[config.mk]
export PLATFORM = sky130hd
export DESIGN_NAME = issue_wb_ctrl
export DESIGN_NICKNAME = d
export VERILOG_FILES = /design/src/source/simd_pkg.sv /design/src/source/issue_wb_ctrl.sv
export VERILOG_INCLUDE_DIRS = /design/src /design/src/source
export SDC_FILE = /design/constraint.sdc
export NUM_CORES = 1
export LEC_CHECK = 0
export ABC_CLOCK_PERIOD_IN_PS = 5120
export BUFFER_PORTS_ARGS = -buffer_cell sky130_fd_sc_hd__buf_2
export CORE_MARGIN = 2
export CORE_UTILIZATION = 43
export CTS_CLUSTER_DIAMETER = 150
export CTS_CLUSTER_SIZE = 24
export DETAILED_ROUTE_END_ITERATION = 10
export PLACE_DENSITY = 0.86
export SETUP_SLACK_MARGIN = 0.3
export SLEW_MARGIN = 15
export SYNTH_ARGS = -nofsm -noshare
export SYNTH_HDL_FRONTEND = slang
export SYNTH_SLANG_ARGS = --single-unit
[constraint.sdc]
create_clock -name clk_i -period 5.12 [get_ports clk_i]
set_clock_uncertainty 0.2 [all_clocks]
set_input_delay 1.024 -clock clk_i [delete_from_list [all_inputs] [get_ports clk_i]]
set_output_delay 1.024 -clock clk_i [all_outputs]
set_load 0.005 [all_outputs]
[src/source/simd_exe_consts.svh]
// ######################################################################
// SIMD execute stage constants
// Widths of one lane and of a full vector, and the lane count
// ######################################################################

`ifndef SIMD_EXE_CONSTS_SVH
`define SIMD_EXE_CONSTS_SVH

// One functional unit handles this many bits
`define SIMD_LANE_W 64

// Full vector operand as seen on the issue port
`define SIMD_VEC_W 128

// Lane 0 owns the low half of the vector
`define SIMD_LANES 2

`endif

[src/source/simd_pkg.sv]
// ######################################################################
// SIMD execute stage package
// Data typedefs and the operation and element width encodings
// ######################################################################

`default_nettype none

`include "simd_exe_consts.svh"

package simd_pkg;

    typedef logic [`SIMD_LANE_W-1:0] lane_data_t;  // Data of one lane
    typedef logic [`SIMD_VEC_W-1:0]  vec_data_t;   // Lane 0 in the low half
    typedef logic [0:0]              lane_id_t;    // Lane index

    // Packed element width
    typedef enum logic [1:0] {
        SEW_8  = 2'd0,
        SEW_16 = 2'd1,
        SEW_32 = 2'd2,
        SEW_64 = 2'd3
    } sew_t;

    typedef enum logic [3:0] {
        VOP_ADD   = 4'd0,
        VOP_SUB   = 4'd1,   // vs2 minus vs1
        VOP_SADDU = 4'd2,   // Unsigned saturating add
        VOP_AND   = 4'd3,
        VOP_OR    = 4'd4,
        VOP_XOR   = 4'd5,
        VOP_MINU  = 4'd6,
        VOP_MUL   = 4'd7,   // Low half of each product
        VOP_MACC  = 4'd8    // vs1 * vs2 + old vd
    } vop_t;

endpackage

`default_nettype wire

[src/source/issue_wb_ctrl.sv]
// ######################################################################
// Issue and writeback controller
// Four-phase req/ack issue handshake, lane start pulse and round-robin
// arbitration of the shared writeback bus
// ######################################################################

`timescale 1ns/1ps
`default_nettype none

`include "simd_exe_consts.svh"

module issue_wb_ctrl (
    input  logic                 clk_i,
    input  logic                 rstn_i,
    input  logic                 issue_req_i,
    output logic                 issue_ack_o,
    output logic                 start_o,
    input  logic                 lane0_valid_i,
    input  logic                 lane1_valid_i,
    input  simd_pkg::lane_data_t lane0_data_i,
    input  simd_pkg::lane_data_t lane1_data_i,
    input  logic                 lane0_sat_i,
    input  logic                 lane1_sat_i,
    output logic                 lane0_grant_o,
    output logic                 lane1_grant_o,
    output logic                 wb_valid_o,
    output simd_pkg::lane_id_t   wb_lane_o,
    output simd_pkg::lane_data_t wb_data_o,
    output logic                 wb_sat_o
);
    import simd_pkg::*;

    typedef enum logic [1:0] {
        IDLE,
        RUN,        // Lanes busy, writebacks counted
        ACK,
        RELEASE     // Ack high, waiting for req to drop
    } ctrl_state_t;

    ctrl_state_t state_q;
    lane_id_t    ptr_q;     // Lane with priority
    logic [1:0]  wb_cnt_q;
    logic        any_grant;

    assign lane0_grant_o = (state_q == RUN) && lane0_valid_i
                           && ((ptr_q == 1'b0) || !lane1_valid_i);
    assign lane1_grant_o = (state_q == RUN) && lane1_valid_i
                           && ((ptr_q == 1'b1) || !lane0_valid_i);
    assign any_grant     = lane0_grant_o || lane1_grant_o;

    always_ff @(posedge clk_i or negedge rstn_i) begin
        if (!rstn_i) begin
            state_q     <= IDLE;
            ptr_q       <= '0;
            wb_cnt_q    <= 2'd0;
            start_o     <= 1'b0;
            issue_ack_o <= 1'b0;
            wb_valid_o  <= 1'b0;
        end else begin
            start_o    <= 1'b0;
            wb_valid_o <= any_grant;
            if (any_grant) begin
                ptr_q <= lane_id_t'(lane0_grant_o);  // Other lane next
            end
            case (state_q)
                IDLE: begin
                    if (issue_req_i) begin
                        start_o  <= 1'b1;
                        wb_cnt_q <= 2'd0;
                        state_q  <= RUN;
                    end
                end
                RUN: begin
                    if (any_grant) begin
                        wb_cnt_q <= wb_cnt_q + 2'd1;
                        if (wb_cnt_q == 2'(`SIMD_LANES - 1)) begin
                            state_q <= ACK;     // Last lane granted
                        end
                    end
                end
                ACK: begin
                    issue_ack_o <= 1'b1;
                    state_q     <= RELEASE;
                end
                RELEASE: begin
                    if (!issue_req_i) begin
                        issue_ack_o <= 1'b0;
                        state_q     <= IDLE;
                    end
                end
                default: state_q <= IDLE;
            endcase
        end
    end

    always_ff @(posedge clk_i) begin
        if (any_grant) begin
            wb_lane_o <= lane_id_t'(lane1_grant_o);
            wb_data_o <= lane1_grant_o ? lane1_data_i : lane0_data_i;
            wb_sat_o  <= lane1_grant_o ? lane1_sat_i : lane0_sat_i;
        end
    end

endmodule

`default_nettype wire

* Word level (Yosys, flattened, before mapping) *
Index checks and enable logic that the tools add are counted.
Widths: inputs -> output; s select.

storage, ports and cells
  flip-flop bits (word level) = 74
  output and inout bits = 71
  word-level logic and storage cells = 48
  input bits = 135

cells by class
  reductions and logical operators = 15
  bitwise logic cells = 1
  equality and inequality tests = 8
  add/sub/neg operators = 1
  multiplexer cells = 14

operator list
  operator             count
  $mux 64              1
  $mux 2               6
  $pmux 2 s4           1
  $ne 2x2->1 const B   3
  $eq 2x1->1 const B   2
  $eq 2x2->1 const B   2
  $logic_and 1x1->1    4
  $mux 1               4
  $pmux 2 s2           1
  $reduce_and 4->1     1
  $reduce_bool 2->1    2
  $logic_or 1x1->1     3
  $reduce_and 3->1     1
  $add 2x1->2 const B  1
  $logic_not 1->1      2
  $logic_not 2->1      1
  $ne 2x1->1 const B   1
  $pmux 1 s2           1
  $reduce_and 2->1     1
  $not 1->1            1

* Longest topological paths before layout *
Gate-level depths: netlist of the first run.

  depth after elaboration = 6
  depth in mapped cells = 7

* Least setup slack after synthesis of the first run *
No wires, ideal clock.

  kind = in2reg
  from = input port lane0_valid_i
  to = register wb_data_o[0], enable pin
  buffers on the path = 0
  cell stages on the path = 2
  arrival time = 3876 ps
  required time = 4428 ps
  path slack = 553 ps
  cells stage by stage = nor2_1 nor2_1

between the ends
  cells in the longest elaborated chain, start to end = 4

RTL lines
  what                  line                 RTL
  from (decl)           issue_wb_ctrl.sv:18  input logic lane0_valid_i,
  $logic_not 1->1       issue_wb_ctrl.sv:48  && ((ptr_q == 1'b1) || !lane0_valid_i);
  $logic_or 1x1->1      issue_wb_ctrl.sv:48
  $logic_and 1x1->1     issue_wb_ctrl.sv:48
  $logic_or 1x1->1 (*)  issue_wb_ctrl.sv:49  assign any_grant = lane0_grant_o || lane1_grant_o;
  named net any_grant   issue_wb_ctrl.sv:43  logic any_grant;
  to (signal assigned)  issue_wb_ctrl.sv:99  wb_data_o <= lane1_grant_o ? lane1_data_i : lane0_data_i;
  to (decl)             issue_wb_ctrl.sv:28  output simd_pkg::lane_data_t wb_data_o,

The timed path passes the listed nets; every way through them passes the cells marked *.
A chain may end at the register's enable or synchronous reset.

* Worst setup path after layout of the first run *
  from = register state_q[1]
  to = output port lane1_grant_o

between the ends
  cells in the longest elaborated chain, start to end = 3

RTL lines
  what                    line                 RTL
  from (decl)             issue_wb_ctrl.sv:40  ctrl_state_t state_q;
  from (signal assigned)  issue_wb_ctrl.sv:53  state_q <= IDLE;
  from (signal assigned)  issue_wb_ctrl.sv:70  state_q <= RUN;
  from (signal assigned)  issue_wb_ctrl.sv:77  state_q <= ACK;
  $eq 2x1->1              issue_wb_ctrl.sv:47  assign lane1_grant_o = (state_q == RUN) && lane1_valid_i
  $logic_and 1x1->1       issue_wb_ctrl.sv:47
  $logic_and 1x1->1       issue_wb_ctrl.sv:48
  to (decl)               issue_wb_ctrl.sv:25  output logic lane1_grant_o,

No other way between the ends.

==> results of run 1 <==
## logic make-up (layout without fill, tap and decap cells)
family,count (synthesis),count (layout)
buffers and inverters,12,228
multiplexers,68,68
AND/OR/NAND/NOR,15,15
AO/OA/AOI/OAI,8,8
flip-flops,74,74
adder cells (fa/ha/maj),6,6
## sequential cells by signal, indices dropped and copies added (netlist names)
| register | flops |
|---|---|
| issue_ack_o | 1 |
| ptr_q | 1 |
| start_o | 1 |
| state_q | 2 |
| wb_cnt_q | 2 |
| wb_data_o | 64 |
| wb_lane_o | 1 |
| wb_sat_o | 1 |
| wb_valid_o | 1 |
## final timing paths
kind / cells past startpoint / slack (ns) / end / start
min in group asynchronous: 1 / 0.33 / ptr_q / rstn_i
max in group asynchronous: 1 / 4.22 / state_q[1] / rstn_i
setup / recovery: 5 / 2.30 / lane1_grant_o / state_q[1]
hold / removal: 2 / 0.32 / issue_ack_o / issue_ack_o
setup reg to reg: 5 / 2.36 / wb_data_o[16] / state_q[1]
hold reg to reg: 2 / 0.32 / issue_ack_o / issue_ack_o
## placed cells by master (no fill, tap or decap)
cell type / Yosys / layout
ha_1: 6 / 6
o21ai_0: 3 / 3
a221oi_1: 1 / 1
a21oi_1: 1 / 1
clkbuf_8: 0 / 9
nor2_1: 4 / 3
or2_2: 1 / 1
clkbuf_1: 0 / 1
mux2i_1: 2 / 2
nor2b_1: 1 / 1
nand2_1: 5 / 5
clkinv_2: 0 / 3
buf_2: 0 / 205
and2_1: 1 / 1
nand3_1: 2 / 2
o311ai_0: 2 / 2
mux2_1: 1 / 1
inv_1: 5 / 5
buf_12: 4 / 1
edfxtp_1: 66 / 66
buf_4: 2 / 1
mux2_2: 26 / 26
nor2_4: 0 / 1
bufinv_16: 0 / 3
dfrtp_1: 8 / 8
nand2_2: 1 / 1
a21oi_4: 0 / 1
mux2_4: 39 / 39
## layer usage
metal,track usage [%],part of all wire [%],vias to the layer above
li1,-,-,1119
met1,15.8,35,1074
met2,30.8,53,140
met3,4.59,9.9,11
met4,6.37,1.6,0
met5,0,0,-
## through the flow
step                      cell area (um^2)  setup slack, ns  power (mW)  util (%)  cells
after detailed placement              4510             2.06        1.56      58.3    485
after global placement                4510             2.13        1.53      58.3    485
final                                 4740             2.30        2.06      61.3    501
after CTS                             4740             2.23        2.09      61.3    501
after global routing                  4740             2.16        2.17      61.3    501
after floorplan                       3420            0.553        1.33         -    183
## where the power goes
part | total, mW | switching (mW) | internal (mW)
Clock | 0.520 | 0.199 | 0.321
Combinational | 0.611 | 0.304 | 0.307
Sequential | 0.926 | 0.0496 | 0.877
## layout make-up
cell class                 instances  area (um^2)
timing repair buffer             207         1050
sequential                        74         2180
tap                              102          128
fill                             610         2990
multi-input combinational         97         1120
clock buffer                      10          128
clock inverter                     6          105
inverter                           5         18.8
## worst max-delay path: stages, from the launching register on
cell and delay (ns):
dfrtp_1 0.41, inv_1 0.10, ha_1 0.30, nand2_2 0.11, a21oi_4 0.20, buf_2 0.15
==> out/qor.txt, run 1 <==
Simple-Gate Fraction of Synth Area: 2.01%
HPWL after DPL: 5.72 mm
Post-CTS setup repair buffer count: 0
Status: finished, final reports clean
Setup TNS: 0 ns
Max_slew headroom: 42.4%
Area grow syn2layout: 38.7%
Max-cap violations: 0
Worst-Margin Slew: 0.861 ns
Power Dens Cells: 434 mW/mm^2
Vias in the first global route: 2341
Arrival time of the worst setup path: 1.60 ns
Synth unique cells: 23
Compound-Gate Fraction of Synth Area: 1.61%
RSZ-0062 raised after global routing: no
Endpoints failing setup: 0
Biggest area consumer among synthesized cells: edfxtp_1
Post-synth EDFFs: 66
Longest Clk Path Bufs: 2
Gate count of the mapped netlist: 183
Mux share of post-synthesis cell area: 26.6%
WL/cell: 14.5 um
Hold Path Class: flop to flop
Num CTS Buffers: 9
Top_reg_cell synth: edfxtp_1
Worst-Skew Late Latency: 0.32 ns
Routability cong.: 0.742
Core Box Area: 0.00773 mm^2
Leakage power total: 2.14 nW
Max rail drop VDD: 0.000250 V
Final period util: 55.2%
Starting Density: 44.2%
Largest net degree at the start of global routing: 67
I/O pin count: 206
CTS root buffer: clkbuf_8
Most common cell in the netlist: edfxtp_1
Total Routing Usage GR: 15.9%
Synth top area share: 58.0%
Combinational family with the most area after synthesis: multiplexers
H-tree depth: 3
Max Fanout on Critical Path: 7
Final Hold Fails: 0
Layout cells sized above 1: 72.9%
Mapped Nets: 324
Via Count: 2344
Ys Warns: 0
Worst path required time: 3.90 ns
Total global routing overflow: 0
Post-CTS Hold Buffers: 0
Tmin final: 2.82 ns
Worst Setup Path Type: flop to primary output
Synth area leaders: edfxtp_1 58%, mux2_4 17%, mux2_2 8.6%, dfrtp_1 5.9%, buf_12 2.3%
Residual DRC: 0
Yosys reg bits: 74
Launching element type of the critical path: flop
Die ar.: 0.00867 mm^2
Synth async-reset ratio: 10.8%
1st-iter DRT viols: 38
Routed vias/inst: 4.68
DRT antenna net count: 0
Synth Area in Adders: 2.20%
CTS tree: yes
Clock sinks: 74
Max-slew violations: 0
Diodes inserted: 0
Drt total wl: 7.26 mm
Initial antenna violation count: 0
Post-Synth XOR/XNOR Area: 0%
Nets: 535
DIE WIDTH: 93.1 um
CP Capture Type: primary output
Port bufs: 205
Synth Area per Inst: 18.7 um^2
Post-cts sizing count: 0
Row count: 32
Fmax: 354 MHz
Min Hold Slack: 0.318 ns
Seq/Total Area, Yosys: 63.9%
Clock transition at path regs: 0.07 ns
Most frequent cells after synthesis: 66 x edfxtp_1, 39 x mux2_4, 26 x mux2_2
First-pass GRT wire length: 10.4 mm
Iteration count of the initial detailed-routing pass: 4
Die Ht: 93.1 um
Synth Cell Area: 0.00342 mm^2
Note: power is estimated with default switching activity, not from simulation.
==> run 2, diff against run 1 <==
- ABC_AREA: unset -> 1
- ABC_CLOCK_PERIOD_IN_PS: 5120 -> 2400
- CORE_UTILIZATION: 43 -> 39
- PLACE_DENSITY: 0.86 -> 0.83
- clock period: 5.12 -> 2.4 ns (I/O delays scaled with it)
==> run 2 against run 1 <==
Final cell count is 31% higher. Total power increased by 130%. Clock power is 100% higher. Final area shrank 0.79%. Sequential power is 130% higher. Worst setup slack got worse by 2.0 ns. Die area increased by 7.1%. Critical path type unchanged. Highest routed layer is now met5. Non-clock buffer count grew 8. Hold slack got worse by 0.15 ns.
==> out/qor.txt, run 2 <==
Status: finished, final reports clean
Synth area leaders: edfxtp_1 60%, nand2_1 24%, dfrtp_1 6.0%, buf_6 3.4%, ha_1 2.3%
Max-cap violations: 0
Max-slew violations: 0
CP delay by family, top: flip-flops
Initial antenna violation count: 1
Longest Clk Path Bufs: 2
DIE WIDTH: 96.4 um
First-pass GRT wire length: 12.1 mm
Most frequent cells in the layout: 209 x nand2_1, 204 x buf_2, 66 x edfxtp_1, 12 x inv_1, 9 x clkbuf_8
Synth unique cells: 18
Leakage power total: 2.44 nW
Final period util: 86.0%
Total global routing overflow: 0
Core Box Area: 0.00826 mm^2
Residual DRC: 0
Switching part of the total: 32.1%
CP Capture Type: primary output
Max rail drop VDD: 0.000646 V
Critical path buffers and inverters: 3
Worst-Skew Late Latency: 0.34 ns
Max reg flops: 64
Max_slew headroom: 58.9%
Post-synth EDFFs: 66
Max incr delay on CP: 0.40 ns
DRT antenna net count: 0
Top_reg_cell synth: edfxtp_1
Combinational share of power: 32.9%
FF-to-FF Start: state_q[0]
Synth top area share: 59.5%
RSZ-0062 raised after global routing: yes
Seq/Total Area, Yosys: 65.5%
1st-iter DRT viols: 56
Yosys reg bits: 74
CTS root buffer: clkbuf_8
Total Routing Usage GR: 17.4%
Endpoints failing setup: 0
Max Fanout on Critical Path: 3
Hold Path Class: input pin to flop
Most common cell after layout, fill and taps aside: nand2_1
Die Ht: 96.4 um
Final Hold Fails: 0
Num CTS Buffers: 9
Synth Area per Inst: 9.94 um^2
Largest net degree at the start of global routing: 66
Setup TNS: 0 ns
Post-layout worst setup margin: 0.336 ns
Tmin final: 2.06 ns
Synth Cell Area: 0.00333 mm^2
Gate count of the mapped netlist: 335
Slowest CP cell: dfrtp_1
Synth async-reset ratio: 10.8%
Register share of total power: 44.8%
Clk pwr share: 22.3%
Mapped Nets: 476
I/O pin count: 206
H-tree depth: 3
Clock sinks: 74
Routed vias/inst: 4.57
Diodes inserted: 0
CTS tree: yes
Iteration count of the initial detailed-routing pass: 4
Internal power: 3.19 mW
Launch point of the worst path: state_q[1]
Clock transition at path regs: 0.08 ns
Reg2Reg Depth: 7
Biggest regs: wb_data_o (64), state_q (2), wb_cnt_q (2)
Power Dens Cells: 1000 mW/mm^2
Placed Area: 0.00440 mm^2
Most common cell in the netlist: nand2_1
Nets: 688
Ys Warns: 0
HPWL after DPL: 6.46 mm
WL/cell: 13.1 um
Via Count: 3002
Biggest area consumer among synthesized cells: edfxtp_1
Layout cells sized above 1: 43.1%
Biggest register: wb_data_o
Worst Setup Path Type: flop to primary output
Reg2reg end: wb_data_o[46]
Post-layout instance area: 0.00470 mm^2
Worst-Margin Slew: 0.617 ns
Area grow syn2layout: 41.2%
Worst path required time: 1.72 ns
Routability cong.: 0.772
Vias in the first global route: 2805
Row count: 33
Place WS: 0.0865 ns
Launching element type of the critical path: flop
Total net switching power: 1.51 mW
Hold depth: 3
Worst-path cell chain: inv_2 > ha_4 > nand2_4 > o21bai_1 > inv_1 > buf_2
Arrival time of the worst setup path: 1.38 ns
Fmax: 485 MHz
Critical path capture point: lane0_grant_o
Worst R2R Setup Slack: 0.44 ns
Starting Density: 40.3%
Drt total wl: 8.63 mm
Most frequent cells after synthesis: 212 x nand2_1, 66 x edfxtp_1, 13 x inv_1
Die ar.: 0.00929 mm^2
Port bufs: 205
Levels on crit path: 6
[run 2: cell types whose count changed in the layout (fill, tap and decap cells not counted), sizes merged, moves of 7 or more]
cell | before | now
buf | 207 | 214
inv | 5 | 14
mux2 | 66 | 0
nand2 | 6 | 212
[run 2: worst min-delay path by stage]
stage	from	endpoint	slack (ns)
2_1_floorplan	rstn_i	issue_ack_o	-0.02
3_3_place_gp	rstn_i	state_q[0]	0.13
6_report	issue_req_i	start_o	0.17
5_1_grt	issue_req_i	start_o	0.18
3_5_place_dp	rstn_i	state_q[0]	0.14
4_1_cts	issue_req_i	start_o	0.15
[run 2: through the flow]
step	util (%)	power, mW	instances	hold slack, ns
3_3_place_gp	53.3	3.52	635	0.131
5_1_grt	56.9	5.02	657	0.180
4_1_cts	56.6	4.73	655	0.151
6_report	56.9	4.70	657	0.171
2_1_floorplan	-	2.94	335	-0.0156
3_5_place_dp	53.3	3.61	635	0.142
[run 2: power by group through the flow]
stage               Combinational, mW  Clock (mW)  Sequential [mW]
global placement                 1.40           0             2.12
detailed placement               1.47           0             2.14
finish                           1.55        1.05             2.11
CTS                              1.53        1.08             2.11
floorplan                       0.750           0             2.19
global route                     1.74        1.13             2.15
[run 2: logic make-up (layout without fill, tap and decap cells)]
family | Yosys count | after routing | synth area share, %
AND/OR/NAND/NOR | 221 | 221 | 25.3
flip-flops | 74 | 74 | 65.5
buffers and inverters | 28 | 245 | 5.60
adder cells (fa/ha/maj) | 6 | 6 | 2.25
AO/OA/AOI/OAI | 6 | 6 | 1.32
[run 2: cell type report]
class                   count  area [um^2]
clock buffers               9          124
fillers                   759         3560
inverters                  14         55.1
clock inverters             7         93.8
well taps                 105          131
multi-input cells         233          991
repair buffers            215         1120
flip-flops and latches     74         2180
[run 2: what timing repair did]
action | CTS | global route
hold buffers | 1 | 0
hold endpoints to repair | 8 | 0
pin swaps | 0 | 2
setup endpoints to repair | 67 | 2
resized for setup | 7 | 2
gates cloned | 0 | 0
buffers inserted | 3 | 2
[run 2: worst min-delay path: stages]
cell and delay, ns:
buf_2 0.10, nand2_1 0.06, inv_1 0.05
[run 2: layer usage]
layer / up-vias / global-route usage, % / share of wire, %
met1: 1355 / 18.1 / 37
met3: 20 / 5.90 / 9.2
met4: 2 / 8.33 / 2.0
met5: - / 0 / 0.15
met2: 134 / 31.3 / 52
li1: 1491 / - / -
==> run 3, diff against run 2 <==
- REMOVE_ABC_BUFFERS: unset -> 1
==> run 3 against run 2 <==
Sequential power about the same. Global-route usage up 1.1 points. Final area down 0.11%. Largest power group unchanged. Flip-flop and latch count unchanged. Clock power down 11%. Largest cell class unchanged. Register-to-register slack better by 0.07 ns. First-iteration DRC count up 98%. Combinational power up 3%.
==> out/qor.txt, run 3 (synthesis gave the netlist of run 2 again) <==
Vias in the first global route: 2856
DRT antenna net count: 0
Num CTS Buffers: 9
Routed vias/inst: 4.50
Biggest regs: wb_data_o (64), state_q (2), wb_cnt_q (2)
Hold Path Class: input pin to flop
Longest Clk Path Bufs: 2
Nets: 691
Max rail drop VDD: 0.000498 V
Worst path required time: 1.72 ns
Final period util: 85.1%
Clock sinks: 74
Fin cells: 660
Die Ht: 96.4 um
Layout cells sized above 1: 43.1%
Launching element type of the critical path: flop
Total Routing Usage GR: 18.5%
Max-slew violations: 0
1st-iter DRT viols: 111
CTS root buffer: clkbuf_8
Worst-Skew Late Latency: 0.34 ns
Max_slew headroom: 71.1%
Most common cell after layout, fill and taps aside: nand2_1
Slowest CP cell: dfrtp_1
Fillcell total: 737
Worst-Margin Slew: 0.433 ns
Area grow syn2layout: 41.0%
Max-cap violations: 0
Final Hold Fails: 0
Setup TNS: 0 ns
Biggest register: wb_data_o
Critical path buffers and inverters: 2
Fmax: 490 MHz
Most frequent cells in the layout: 209 x nand2_1, 204 x buf_2, 66 x edfxtp_1, 12 x inv_1, 12 x buf_4
Worst-path cell chain: inv_2 > ha_4 > nand2_2 > a21oi_4 > buf_4
CP Capture Type: primary output
Max Fanout on Critical Path: 5
RSZ-0062 raised after global routing: yes
Port bufs: 205
Starting Density: 40.3%
Power Dens Cells: 983 mW/mm^2
H-tree depth: 3
Largest net degree at the start of global routing: 36
Tmin final: 2.04 ns
Via Count: 2968
Die ar.: 0.00929 mm^2
Iteration count of the initial detailed-routing pass: 4
Routability cong.: 0.829
Endpoints failing setup: 0
First-pass GRT wire length: 12.9 mm
Status: finished, final reports clean
Max reg flops: 64
Row count: 33
Cells after DPL: 637
CTS tree: yes
CP delay by family, top: flip-flops
Arrival time of the worst setup path: 1.36 ns
Leakage power total: 2.44 nW
HPWL after DPL: 6.49 mm
Core Box Area: 0.00826 mm^2
I/O pin count: 206
Initial antenna violation count: 0
WL/cell: 13.1 um
Total global routing overflow: 0
Diodes inserted: 0
Worst Setup Path Type: flop to primary output
Residual DRC: 0
DIE WIDTH: 96.4 um
Drt total wl: 8.63 mm
Max incr delay on CP: 0.40 ns
Clock transition at path regs: 0.07 ns
run 3: worst min-delay path, delay by kind of cell:
kind	cells	cell delay (ns)
buffers and inverters	2	0.15
AND/OR/NAND/NOR	1	0.07
run 3: worst paths after layout:
| kind | from | end | slack (ns) | cells past startpoint |
|---|---|---|---|---|
| worst max register to register | state_q[1] | wb_data_o[51] | 0.51 | 9 |
| worst min register to register | wb_cnt_q[1] | wb_cnt_q[1] | 0.30 | 2 |
| min in group asynchronous | rstn_i | wb_cnt_q[0] | 0.31 | 2 |
| max in group asynchronous | rstn_i | state_q[1] | 1.50 | 2 |
| worst min-delay path | issue_req_i | start_o | 0.20 | 3 |
| worst max-delay path | state_q[1] | lane1_grant_o | 0.36 | 5 |
run 3: repair_timing:
item,4_1_cts,5_1_grt
setup buffers,4,2
gates resized for setup,5,3
endpoints found under the setup margin,2,2
hold buffers,1,0
cloned,0,0
pin swaps,0,1
hold endpoints to repair,8,0
run 3: cell type report:
type                    instances  area [um^2]  share of cell area (%)
clock buffers                  11          131                    2.80
clock inverters                 5         55.1                    1.17
multi-input cells             233         1000                    21.3
inverters                      14         52.6                    1.12
well taps                     105          131                    2.80
repair buffers                218         1140                    24.3
flip-flops and latches         74         2180                    46.5
run 3: report_power, final:
part / total [mW] / internal, mW / leakage (nW) / switching [mW]
Clock: 0.931 / 0.478 / 0.0909 / 0.453
Sequential: 2.10 / 1.98 / 0.722 / 0.113
Combinational: 1.59 / 0.639 / 1.62 / 0.948
Total: 4.61 / 3.10 / 2.44 / 1.51
run 3: routing by layer:
metal,global-route usage [%],share of wire [%],vias up
met3,5.97,8.1,11
met2,32.1,53,135
met5,0,0,-
li1,-,-,1495
met4,6.81,1.6,0
met1,21.5,37,1327
run 3: metrics by stage:
stage               instance area, um^2  hold WS (ns)  setup WS [ns]  utilization (%)  power (mW)
floorplan                          3200       -0.0156         -0.519                -        2.86
global placement                   4420         0.132          0.486             53.5        3.54
detailed placement                 4420         0.141          0.411             53.5        3.62
CTS                                4660         0.169          0.307             56.5        4.62
global route                       4700         0.190          0.288             56.9        4.95
finish                             4700         0.200          0.358             56.9        4.61
